File: config.mk
export PLATFORM = sky130hd
export DESIGN_NAME = xaui_pipe
export DESIGN_NICKNAME = d
export VERILOG_FILES = /design/src/source/xaui_pkg.sv /design/src/source/xaui_fifo.sv /design/src/source/xaui_lane_sync.sv /design/src/source/xaui_transfer_engine.sv /design/src/source/xaui_pipe_ctrl.sv /design/src/source/xaui_pipe.sv
export SDC_FILE = /design/constraint.sdc
export NUM_CORES = 2
export LEC_CHECK = 0
export BUFFER_PORTS_ARGS = -buffer_cell sky130_fd_sc_hd__buf_2
export CORE_UTILIZATION = 67
export DETAILED_ROUTE_END_ITERATION = 10
export PLACE_DENSITY = 0.82
export SKIP_LAST_GASP = 1
export SYNTH_ARGS = -nofsm -noshare
export SYNTH_HDL_FRONTEND = slang
export SYNTH_SLANG_ARGS = --single-unit
export TNS_END_PERCENT = 50
File: constraint.sdc
create_clock -name mgt_clk -period 10.7 [get_ports mgt_clk]
set_input_delay 0.535 -clock mgt_clk [delete_from_list [all_inputs] [get_ports mgt_clk]]
set_output_delay 0.535 -clock mgt_clk [all_outputs]
set_load 0.02 [all_outputs]
File: src/source/xaui_pkg.sv
`default_nettype none

package xaui_pkg;

  // ##############################
  // xgmii control codes
  // ##############################

  localparam logic [7:0] XGMII_IDLE  = 8'h07;
  localparam logic [7:0] XGMII_START = 8'hfb;
  localparam logic [7:0] XGMII_TERM  = 8'hfd;
  // fills bytes 1 to 7 of a start column.
  localparam logic [7:0] START_FILL  = 8'h55;

  // whole columns built from the codes above.
  localparam logic [63:0] IDLE_COL_DATA  = {8{XGMII_IDLE}};
  localparam logic [63:0] START_COL_DATA = {{7{START_FILL}}, XGMII_START};
  localparam logic [63:0] TERM_COL_DATA  = {{7{XGMII_IDLE}}, XGMII_TERM};
  localparam logic [7:0]  CHARISK_ALL    = 8'hff;
  localparam logic [7:0]  CHARISK_LANE0  = 8'h01;

  // ##############################
  // sizes and timing
  // ##############################

  localparam int FIFO_DEPTH         = 16;
  localparam int FIFO_AW            = $clog2(FIFO_DEPTH);
  localparam int MAX_BURST          = 8;
  localparam int BURST_W            = $clog2(MAX_BURST);
  localparam int LINK_UP_CYCLES     = 4;
  localparam int LINK_CNT_W         = $clog2(LINK_UP_CYCLES + 1);
  localparam int LED_STRETCH_CYCLES = 16;
  localparam int LED_CNT_W          = $clog2(LED_STRETCH_CYCLES + 1);

  // control bits after reset.
  localparam logic DEFAULT_TXEN      = 1'b1;
  localparam logic DEFAULT_LOOPBACK  = 1'b0;
  localparam logic DEFAULT_POWERDOWN = 1'b0;

  // register bus addresses.
  typedef enum logic [3:0] {
    REG_CTRL = 4'h0, REG_STATUS = 4'h1,
    REG_TX0 = 4'h4, REG_TX1 = 4'h5, REG_TX2 = 4'h6, REG_TX3 = 4'h7,
    REG_RX0 = 4'h8, REG_RX1 = 4'h9, REG_RX2 = 4'ha, REG_RX3 = 4'hb
  } reg_addr_e;

endpackage

`default_nettype wire

File: src/source/xaui_fifo.sv
`timescale 1ns/1ps
`default_nettype none

module xaui_fifo
  import xaui_pkg::*;
(
  input  wire         mgt_clk,
  input  wire         reset_i,
  input  wire         wr_en_i,
  input  wire  [63:0] wr_data_i,
  input  wire         rd_en_i,
  output logic [63:0] rd_data_o,
  output logic        empty_o,
  output logic        full_o,
  output logic        overflow_o
);

  logic [63:0]        mem [FIFO_DEPTH];
  logic [FIFO_AW-1:0] wr_ptr;
  logic [FIFO_AW-1:0] rd_ptr;
  logic [FIFO_AW:0]   count;
  logic               push;
  logic               pop;

  assign empty_o = (count == '0);
  assign full_o  = (count == (FIFO_AW + 1)'(FIFO_DEPTH));

  // writes while full and reads while empty are dropped.
  assign push = wr_en_i & ~full_o;
  assign pop  = rd_en_i & ~empty_o;

  // show-ahead, head word always visible.
  assign rd_data_o = mem[rd_ptr];

  always_ff @(posedge mgt_clk) begin
    if (push) begin
      mem[wr_ptr] <= wr_data_i;
    end
  end

  always_ff @(posedge mgt_clk) begin
    if (reset_i) begin
      wr_ptr     <= '0;
      rd_ptr     <= '0;
      count      <= '0;
      overflow_o <= 1'b0;
    end else begin
      if (push) begin
        wr_ptr <= wr_ptr + 1'b1;
      end
      if (pop) begin
        rd_ptr <= rd_ptr + 1'b1;
      end
      // occupancy only moves when one side acts alone.
      if (push && !pop) begin
        count <= count + 1'b1;
      end else if (pop && !push) begin
        count <= count - 1'b1;
      end
      // sticky until the next reset.
      if (wr_en_i && full_o) begin
        overflow_o <= 1'b1;
      end
    end
  end

endmodule

`default_nettype wire

File: src/source/xaui_lane_sync.sv
`timescale 1ns/1ps
`default_nettype none

module xaui_lane_sync
  import xaui_pkg::*;
(
  input  wire        mgt_clk,
  input  wire        reset_i,
  input  wire  [3:0] syncok_i,
  output logic       link_up_o,
  output logic       link_down_strb_o
);

  typedef enum logic [1:0] {
    LINK_DOWN,
    LINK_QUAL,
    LINK_UP
  } link_state_e;

  link_state_e           state;
  logic [LINK_CNT_W-1:0] qual_cnt;
  logic                  all_sync;

  // every lane has to report sync.
  assign all_sync = &syncok_i;

  assign link_up_o = (state == LINK_UP);

  // ##############################
  // qualification FSM
  // ##############################

  always_ff @(posedge mgt_clk) begin
    if (reset_i) begin
      state    <= LINK_DOWN;
      qual_cnt <= '0;
    end else begin
      case (state)
        LINK_DOWN: begin
          if (all_sync) begin
            // first clean cycle already counts.
            qual_cnt <= LINK_CNT_W'(1);
            state    <= LINK_QUAL;
          end
        end
        LINK_QUAL: begin
          if (!all_sync) begin
            state <= LINK_DOWN;
          end else if (qual_cnt == LINK_CNT_W'(LINK_UP_CYCLES - 1)) begin
            state <= LINK_UP;
          end else begin
            qual_cnt <= qual_cnt + 1'b1;
          end
        end
        LINK_UP: begin
          if (!all_sync) begin
            state <= LINK_DOWN;
          end
        end
        default: begin
          state <= LINK_DOWN;
        end
      endcase
    end
  end

  // one pulse in the cycle the link drops.
  always_ff @(posedge mgt_clk) begin
    if (reset_i) begin
      link_down_strb_o <= 1'b0;
    end else begin
      link_down_strb_o <= (state == LINK_UP) & ~all_sync;
    end
  end

endmodule

`default_nettype wire

File: src/source/xaui_transfer_engine.sv
`timescale 1ns/1ps
`default_nettype none

module xaui_transfer_engine
  import xaui_pkg::*;
(
  input  wire         mgt_clk,
  input  wire         reset_i,
  input  wire         txen_i,
  input  wire         link_up_i,
  input  wire  [63:0] tx_data_i,
  input  wire         tx_empty_i,
  output logic        tx_rd_en_o,
  output logic [63:0] mgt_txdata_o,
  output logic [7:0]  mgt_txcharisk_o,
  input  wire  [63:0] mgt_rxdata_i,
  input  wire  [7:0]  mgt_rxcharisk_i,
  output logic        rx_wr_en_o,
  output logic [63:0] rx_wr_data_o,
  output logic        tx_strb_o,
  output logic        rx_strb_o
);

  typedef enum logic [1:0] {
    TX_IDLE,
    TX_START,
    TX_DATA,
    TX_TERM
  } tx_state_e;

  tx_state_e          tx_state;
  logic [BURST_W-1:0] burst_cnt;
  logic               tx_go;
  logic               rx_is_start;
  logic               rx_is_term;
  logic               rx_is_data;
  logic               rx_in_frame;

  // ##############################
  // transmit framer
  // ##############################

  assign tx_go = txen_i & link_up_i & ~tx_empty_i;

  // head word leaves the FIFO as its data column is registered.
  assign tx_rd_en_o = (tx_state == TX_DATA) & ~tx_empty_i;

  always_ff @(posedge mgt_clk) begin
    if (reset_i) begin
      tx_state        <= TX_IDLE;
      burst_cnt       <= '0;
      mgt_txdata_o    <= IDLE_COL_DATA;
      mgt_txcharisk_o <= CHARISK_ALL;
      tx_strb_o       <= 1'b0;
    end else begin
      tx_strb_o <= 1'b0;
      case (tx_state)
        TX_IDLE: begin
          // one idle column always sits between frames.
          mgt_txdata_o    <= IDLE_COL_DATA;
          mgt_txcharisk_o <= CHARISK_ALL;
          if (tx_go) begin
            tx_state <= TX_START;
          end
        end
        TX_START: begin
          mgt_txdata_o    <= START_COL_DATA;
          mgt_txcharisk_o <= CHARISK_LANE0;
          burst_cnt       <= '0;
          tx_state        <= TX_DATA;
        end
        TX_DATA: begin
          if (tx_empty_i) begin
            // ran dry, close the frame early.
            mgt_txdata_o    <= TERM_COL_DATA;
            mgt_txcharisk_o <= CHARISK_ALL;
            tx_strb_o       <= 1'b1;
            tx_state        <= TX_IDLE;
          end else begin
            mgt_txdata_o    <= tx_data_i;
            mgt_txcharisk_o <= 8'h00;
            burst_cnt       <= burst_cnt + 1'b1;
            if (burst_cnt == BURST_W'(MAX_BURST - 1)) begin
              tx_state <= TX_TERM;
            end
          end
        end
        TX_TERM: begin
          mgt_txdata_o    <= TERM_COL_DATA;
          mgt_txcharisk_o <= CHARISK_ALL;
          tx_strb_o       <= 1'b1;
          tx_state        <= TX_IDLE;
        end
        default: begin
          tx_state <= TX_IDLE;
        end
      endcase
    end
  end

  // ##############################
  // receive deframer
  // ##############################

  assign rx_is_start = mgt_rxcharisk_i[0] & (mgt_rxdata_i[7:0] == XGMII_START);
  assign rx_is_term  = mgt_rxcharisk_i[0] & (mgt_rxdata_i[7:0] == XGMII_TERM);
  assign rx_is_data  = (mgt_rxcharisk_i == 8'h00);

  always_ff @(posedge mgt_clk) begin
    if (reset_i) begin
      rx_in_frame <= 1'b0;
      rx_wr_en_o  <= 1'b0;
      rx_strb_o   <= 1'b0;
    end else begin
      rx_wr_en_o <= link_up_i & rx_in_frame & rx_is_data;
      rx_strb_o  <= link_up_i & rx_in_frame & rx_is_term;
      // a lost link abandons any open frame.
      if (!link_up_i) begin
        rx_in_frame <= 1'b0;
      end else if (rx_is_start) begin
        rx_in_frame <= 1'b1;
      end else if (rx_is_term) begin
        rx_in_frame <= 1'b0;
      end
    end
  end

  always_ff @(posedge mgt_clk) begin
    rx_wr_data_o <= mgt_rxdata_i;
  end

endmodule

`default_nettype wire

File: src/source/xaui_pipe_ctrl.sv
`timescale 1ns/1ps
`default_nettype none

module xaui_pipe_ctrl
  import xaui_pkg::*;
(
  input  wire         mgt_clk,
  input  wire         reset,
  input  wire         reg_stb_i,
  input  wire         reg_we_i,
  input  wire  [3:0]  reg_adr_i,
  input  wire  [15:0] reg_dat_i,
  output logic [15:0] reg_dat_o,
  output logic        reg_ack_o,
  output logic        tx_wr_en_o,
  output logic [63:0] tx_wr_data_o,
  output logic        rx_rd_en_o,
  input  wire  [63:0] rx_data_i,
  input  wire         tx_empty_i,
  input  wire         tx_full_i,
  input  wire         tx_overflow_i,
  input  wire         rx_empty_i,
  input  wire         rx_full_i,
  input  wire         rx_overflow_i,
  input  wire         link_up_i,
  input  wire         rx_strb_i,
  input  wire         tx_strb_i,
  input  wire         link_down_strb_i,
  output logic        txen_o,
  output logic        mgt_loopback_o,
  output logic        mgt_powerdown_o,
  output logic        dp_reset_o,
  output logic [2:0]  leds_o
);

  reg_addr_e   bus_addr;
  logic        bus_write;
  logic        bus_read;
  logic        ctrl_write;
  logic [47:0] tx_stage;
  logic [1:0]  soft_cnt;
  logic [2:0]  led_strb;

  // ##############################
  // register bus
  // ##############################

  assign bus_addr = reg_addr_e'(reg_adr_i);

  // one ack per strobe, in the cycle after it is seen.
  always_ff @(posedge mgt_clk) begin
    if (reset) begin
      reg_ack_o <= 1'b0;
    end else begin
      reg_ack_o <= reg_stb_i & ~reg_ack_o;
    end
  end

  // accesses take effect in the ack cycle.
  assign bus_write  = reg_stb_i & reg_ack_o & reg_we_i;
  assign bus_read   = reg_stb_i & reg_ack_o & ~reg_we_i;
  assign ctrl_write = bus_write & (bus_addr == REG_CTRL);

  assign tx_wr_en_o   = bus_write & (bus_addr == REG_TX3);
  assign tx_wr_data_o = {reg_dat_i, tx_stage};
  assign rx_rd_en_o   = bus_read & (bus_addr == REG_RX3);

  always_ff @(posedge mgt_clk) begin
    if (reset) begin
      txen_o          <= DEFAULT_TXEN;
      mgt_loopback_o  <= DEFAULT_LOOPBACK;
      mgt_powerdown_o <= DEFAULT_POWERDOWN;
    end else if (ctrl_write) begin
      txen_o          <= reg_dat_i[0];
      mgt_loopback_o  <= reg_dat_i[1];
      mgt_powerdown_o <= reg_dat_i[2];
    end
  end

  // lower three quarters of the next tx word.
  always_ff @(posedge mgt_clk) begin
    if (bus_write && bus_addr == REG_TX0) begin
      tx_stage[15:0] <= reg_dat_i;
    end
    if (bus_write && bus_addr == REG_TX1) begin
      tx_stage[31:16] <= reg_dat_i;
    end
    if (bus_write && bus_addr == REG_TX2) begin
      tx_stage[47:32] <= reg_dat_i;
    end
  end

  always_comb begin
    case (bus_addr)
      REG_CTRL:   reg_dat_o = {13'd0, mgt_powerdown_o, mgt_loopback_o, txen_o};
      REG_STATUS: reg_dat_o = {9'd0, rx_overflow_i, tx_overflow_i, rx_full_i,
                               rx_empty_i, tx_full_i, tx_empty_i, link_up_i};
      REG_TX0:    reg_dat_o = tx_stage[15:0];
      REG_TX1:    reg_dat_o = tx_stage[31:16];
      REG_TX2:    reg_dat_o = tx_stage[47:32];
      REG_RX0:    reg_dat_o = rx_data_i[15:0];
      REG_RX1:    reg_dat_o = rx_data_i[31:16];
      REG_RX2:    reg_dat_o = rx_data_i[47:32];
      REG_RX3:    reg_dat_o = rx_data_i[63:48];
      default:    reg_dat_o = 16'd0;
    endcase
  end

  // ##############################
  // soft reset and leds
  // ##############################

  // two cycle datapath reset, control bits survive it.
  always_ff @(posedge mgt_clk) begin
    if (reset) begin
      soft_cnt <= 2'd0;
    end else if (ctrl_write && reg_dat_i[3]) begin
      soft_cnt <= 2'd2;
    end else if (soft_cnt != 2'd0) begin
      soft_cnt <= soft_cnt - 1'b1;
    end
  end

  assign dp_reset_o = reset | (soft_cnt != 2'd0);

  assign led_strb = {rx_strb_i, tx_strb_i, link_down_strb_i};

  for (genvar i = 0; i < 3; i++) begin : g_led
    logic [LED_CNT_W-1:0] stretch_cnt;

    // strobes arriving while lit are absorbed.
    always_ff @(posedge mgt_clk) begin
      if (dp_reset_o) begin
        stretch_cnt <= '0;
      end else if (stretch_cnt != '0) begin
        stretch_cnt <= stretch_cnt - 1'b1;
      end else if (led_strb[i]) begin
        stretch_cnt <= LED_CNT_W'(LED_STRETCH_CYCLES);
      end
    end

    assign leds_o[i] = (stretch_cnt != '0);
  end

endmodule

`default_nettype wire

File: src/source/xaui_pipe.sv
`timescale 1ns/1ps
`default_nettype none

module xaui_pipe (
  input  wire         mgt_clk,
  input  wire         reset,
  input  wire         reg_stb_i,
  input  wire         reg_we_i,
  input  wire  [3:0]  reg_adr_i,
  input  wire  [15:0] reg_dat_i,
  output wire  [15:0] reg_dat_o,
  output wire         reg_ack_o,
  output wire  [63:0] mgt_txdata_o,
  output wire  [7:0]  mgt_txcharisk_o,
  input  wire  [63:0] mgt_rxdata_i,
  input  wire  [7:0]  mgt_rxcharisk_i,
  input  wire  [3:0]  mgt_syncok_i,
  output wire         mgt_loopback_o,
  output wire         mgt_powerdown_o,
  output wire  [2:0]  leds_o
);

  // fifo side.
  wire        tx_wr_en;
  wire [63:0] tx_wr_data;
  wire        tx_rd_en;
  wire [63:0] tx_rd_data;
  wire        tx_empty;
  wire        tx_full;
  wire        tx_overflow;
  wire        rx_wr_en;
  wire [63:0] rx_wr_data;
  wire        rx_rd_en;
  wire [63:0] rx_rd_data;
  wire        rx_empty;
  wire        rx_full;
  wire        rx_overflow;

  // link and engine status.
  wire        link_up;
  wire        link_down_strb;
  wire        tx_strb;
  wire        rx_strb;
  wire        txen;
  wire        dp_reset;

  xaui_pipe_ctrl i_ctrl (
    .mgt_clk          (mgt_clk),
    .reset            (reset),
    .reg_stb_i        (reg_stb_i),
    .reg_we_i         (reg_we_i),
    .reg_adr_i        (reg_adr_i),
    .reg_dat_i        (reg_dat_i),
    .reg_dat_o        (reg_dat_o),
    .reg_ack_o        (reg_ack_o),
    .tx_wr_en_o       (tx_wr_en),
    .tx_wr_data_o     (tx_wr_data),
    .rx_rd_en_o       (rx_rd_en),
    .rx_data_i        (rx_rd_data),
    .tx_empty_i       (tx_empty),
    .tx_full_i        (tx_full),
    .tx_overflow_i    (tx_overflow),
    .rx_empty_i       (rx_empty),
    .rx_full_i        (rx_full),
    .rx_overflow_i    (rx_overflow),
    .link_up_i        (link_up),
    .rx_strb_i        (rx_strb),
    .tx_strb_i        (tx_strb),
    .link_down_strb_i (link_down_strb),
    .txen_o           (txen),
    .mgt_loopback_o   (mgt_loopback_o),
    .mgt_powerdown_o  (mgt_powerdown_o),
    .dp_reset_o       (dp_reset),
    .leds_o           (leds_o)
  );

  xaui_fifo i_tx_fifo (
    .mgt_clk    (mgt_clk),
    .reset_i    (dp_reset),
    .wr_en_i    (tx_wr_en),
    .wr_data_i  (tx_wr_data),
    .rd_en_i    (tx_rd_en),
    .rd_data_o  (tx_rd_data),
    .empty_o    (tx_empty),
    .full_o     (tx_full),
    .overflow_o (tx_overflow)
  );

  xaui_fifo i_rx_fifo (
    .mgt_clk    (mgt_clk),
    .reset_i    (dp_reset),
    .wr_en_i    (rx_wr_en),
    .wr_data_i  (rx_wr_data),
    .rd_en_i    (rx_rd_en),
    .rd_data_o  (rx_rd_data),
    .empty_o    (rx_empty),
    .full_o     (rx_full),
    .overflow_o (rx_overflow)
  );

  xaui_lane_sync i_lane_sync (
    .mgt_clk          (mgt_clk),
    .reset_i          (dp_reset),
    .syncok_i         (mgt_syncok_i),
    .link_up_o        (link_up),
    .link_down_strb_o (link_down_strb)
  );

  xaui_transfer_engine i_engine (
    .mgt_clk         (mgt_clk),
    .reset_i         (dp_reset),
    .txen_i          (txen),
    .link_up_i       (link_up),
    .tx_data_i       (tx_rd_data),
    .tx_empty_i      (tx_empty),
    .tx_rd_en_o      (tx_rd_en),
    .mgt_txdata_o    (mgt_txdata_o),
    .mgt_txcharisk_o (mgt_txcharisk_o),
    .mgt_rxdata_i    (mgt_rxdata_i),
    .mgt_rxcharisk_i (mgt_rxcharisk_i),
    .rx_wr_en_o      (rx_wr_en),
    .rx_wr_data_o    (rx_wr_data),
    .tx_strb_o       (tx_strb),
    .rx_strb_o       (rx_strb)
  );

endmodule

`default_nettype wire

==> run metrics <==
status=finished, final reports clean; Area Overhead vs Synth=12.2%; first-pass GRT wire length=309 mm; initial antenna violation count=14; Post-synth EDFFs=2,096; DIE AREA=130,000 sq um; Hold Violations, Final=0; mapped cell area=86,200 sq um; Final #Nets=4,489; Longest Clk Path Bufs=3; VDD IR max=0.198 mV; Synth Warn #=0; # DRC=0; share of cells above drive strength 1=0.256; Worst-Skew Late Latency=0.83 ns; Mapped Nets=4,128; Max Cap Viol=0; Primary FF master, synth=edfxtp_1; Max Slew Vio Count=0; Area after DPL=89,100 sq um; core box area=128,000 sq um; Synth top area share=0.731; placed cell count=5,738; HPWL Detailed=109 mm; worst hold path class=input pin to register; P_leak=30.4 nW; wire per inst=34.6 microns; pwr/cell area=184 nW/um^2; Syn Area/Cell=21.6 sq um; Vias per Instance=7.02; CP Capture Type=primary output; routed vias=43,569; #FFs+latches synth=2,298; largest net degree at the start of global routing=108; total CTS buffers=211; drt initial violations=6,430; Ports=194; CTS tree=built; clk_skew=0.0376 ns; number of global-route vias before repair=45,111; Synth Instances=3,996; met2 Usage GRT=0.551; Post-synth ARST share=0; fill count=6,365; starting density of the core=0.676; gpl congestion=0.785; kind of critical path=register to primary output; die height=361 microns; Worst Max-Slew Pin Slew=1.39 ns; crit path time final=5.88 ns; RSZ-0062 raised after global routing=no; PortBufs=193; M3 GR Usage=0.0782; non-filler cells, final=6,207; Fin Hold WS=0.0561 ns; met1 Resource Use GR=0.434; leading area contributor after synthesis=edfxtp_1; f_max=170 MHz; Sink Count=2,298; post_cts resized=0; global route overflow=0; setup tns final=0 ns; Total Routing Usage GR=0.336; Startpoint Class=register; CTS Root Cell=clkbuf_16; num rows=131; worst path arrival time=5.34 ns; sequential area share after synthesis=0.777; Slew headroom=0.0649; Synth area leaders=edfxtp_1 73%, mux4_2 13%, dfxtp_1 4.7%; drt first pass iters=6; Synth cell types=63; Worst Path Required=10.17 ns; Finished Cell Area=96,700 sq um; # setup viols final=0; CP Max Fanout=46; fin crit share=0.549; GR peak layer=met2; Die X-Extent=361 microns; final wirelength=215 mm; remaining antenna violation count=0; Clock transition at path regs=0.06 ns; CTS HTree Levels=4
==> power breakdown <==
part           internal [mW]  switching [mW]  total, mW
Sequential              9.79          0.0862       9.87
Combinational          0.134           0.270      0.404
Clock                   4.17            3.31       7.48
Total                   14.1            3.66       17.8
==> timing repair <==
action | 4_1_cts | 5_1_grt
hold endpoints to repair | 70 | 0
hold buffers | 68 | 0
setup buffers | 0 | 0
==> worst max-delay path: stages, from the launching register on <==
cell and delay, ns:
dfxtp_4 0.97, buf_4 0.78, buf_4 0.80, mux4_2 0.60, mux2i_1 0.17, o22ai_1 0.16
or4_1 0.70, buf_2 0.22
==> cell usage after synthesis, drive strengths merged (2+ instances only) <==
cell type	instances
clkbuf	69
o22ai	27
mux2	4
o21a	16
a22oi	27
nor2	134
xnor2	12
and2	6
fa	2
a221oi	23
o32ai	3
o211ai	12
buf	136
o21ai	48
nand4	9
xor2	12
or4	11
and3	4
a21boi	8
nor2b	32
nor3	34
o221ai	4
ha	30
a2111oi	3
nor4	5
a21o	3
inv	34
dfxtp	202
nand3b	5
a32oi	2
nand2b	11
a21oi	50
or3	6
a31oi	7
o22a	2
nand3	28
edfxtp	2096
mux4	515
nand2	113
nor3b	5
o31ai	2
mux2i	185
a211oi	46
a22o	2
==> path summary, 6_finish.rpt <==
kind              slack [ns]                         to  cells after the start                     from
setup / recovery        4.82              reg_dat_o[15]                      7                 register
setup reg to reg        6.45  i_engine.mgt_txdata_o[44]                      5                 register
hold reg to reg         0.46    i_lane_sync.qual_cnt[2]                      2  i_lane_sync.qual_cnt[2]
hold / removal          0.06       i_lane_sync.state[1]                      3          mgt_syncok_i[1]
==> routing by layer <==
metal  wire [microns]  vias up  share of wire
met2           107000     3220           0.50
met4            11000       14          0.051
met3            23800      678           0.11
met1            72500    22407           0.34
li1                 -    17250              -
met5              103        -        0.00048
==> kinds of logic (layout without fill, tap and decap cells) <==
group	count (synthesis)	count (layout)	share of synthesized area
flip-flops	2298	2298	0.777
multiplexers	704	704	0.157
AND/OR/NAND/NOR	409	409	0.0222
AO/OA/AOI/OAI	289	289	0.0225
buffers and inverters	240	786	0.0139
adder cells (fa/ha/maj)	32	32	0.00482
XOR/XNOR	24	24	0.00244
other	0	3	0
==> registers in the layout (all words and copies together), names as in the netlist, 2 cells and up, named ones only <==
signal and cells:
i_engine.burst_cnt 3, i_lane_sync.state 2, i_ctrl.soft_cnt 2, i_engine.mgt_txcharisk_o 2, i_tx_fifo.rd_ptr 4, i_tx_fifo.mem 1024
i_engine.rx_wr_data_o 64, i_lane_sync.qual_cnt 3, i_rx_fifo.count 5, i_engine.mgt_txdata_o 64, i_engine.tx_state 2, i_rx_fifo.rd_ptr 4
i_ctrl.tx_stage 48, i_rx_fifo.wr_ptr 4, i_tx_fifo.count 5, i_ctrl.g_led.stretch_cnt 15, i_rx_fifo.mem 1024, i_tx_fifo.wr_ptr 4
==> through the flow <==
stage | util | setup slack, ns | total power, mW
floorplan | - | 4.11 | 10.3
global route | 0.758 | 4.53 | 18.2
detailed placement | 0.699 | 5.69 | 10.4
finish | 0.758 | 4.82 | 17.8
global placement | 0.699 | 5.73 | 10.4
CTS | 0.758 | 4.75 | 17.8
==> layout make-up <==
type | instances | area [sq um] | share of cell area
clock inverters | 116 | 1150 | 0.0119
inverters | 35 | 133 | 0.00137
multi-input cells | 1458 | 18200 | 0.189
diodes | 3 | 7.51 | 0.0000777
clock buffers | 282 | 5710 | 0.0591
well taps | 1662 | 2080 | 0.0215
repair buffers | 353 | 2350 | 0.0243
flip-flops and latches | 2298 | 67000 | 0.693
==> cells in the final DEF, fill, tap and decap left out, types with 23 or more instances in the layout <==
cell type,Yosys,routed
edfxtp_1,2096,2096
dfxtp_1,202,194
mux4_2,515,515
a211oi_1,46,46
a21oi_1,50,50
o22ai_1,27,27
dlygate4sd3_1,0,68
a22oi_1,27,27
clkinv_1,1,37
mux2i_1,185,185
clkbuf_16,0,213
buf_4,18,91
nor2_4,0,24
nor2b_1,32,32
inv_1,34,33
nand3_1,28,28
a221oi_1,23,23
clkinv_2,0,41
nand2_1,113,113
nor2_1,133,105
buf_2,75,193
clkbuf_1,69,57
ha_1,30,30
o21ai_0,43,43
Note: power is estimated with default switching activity, not from simulation.
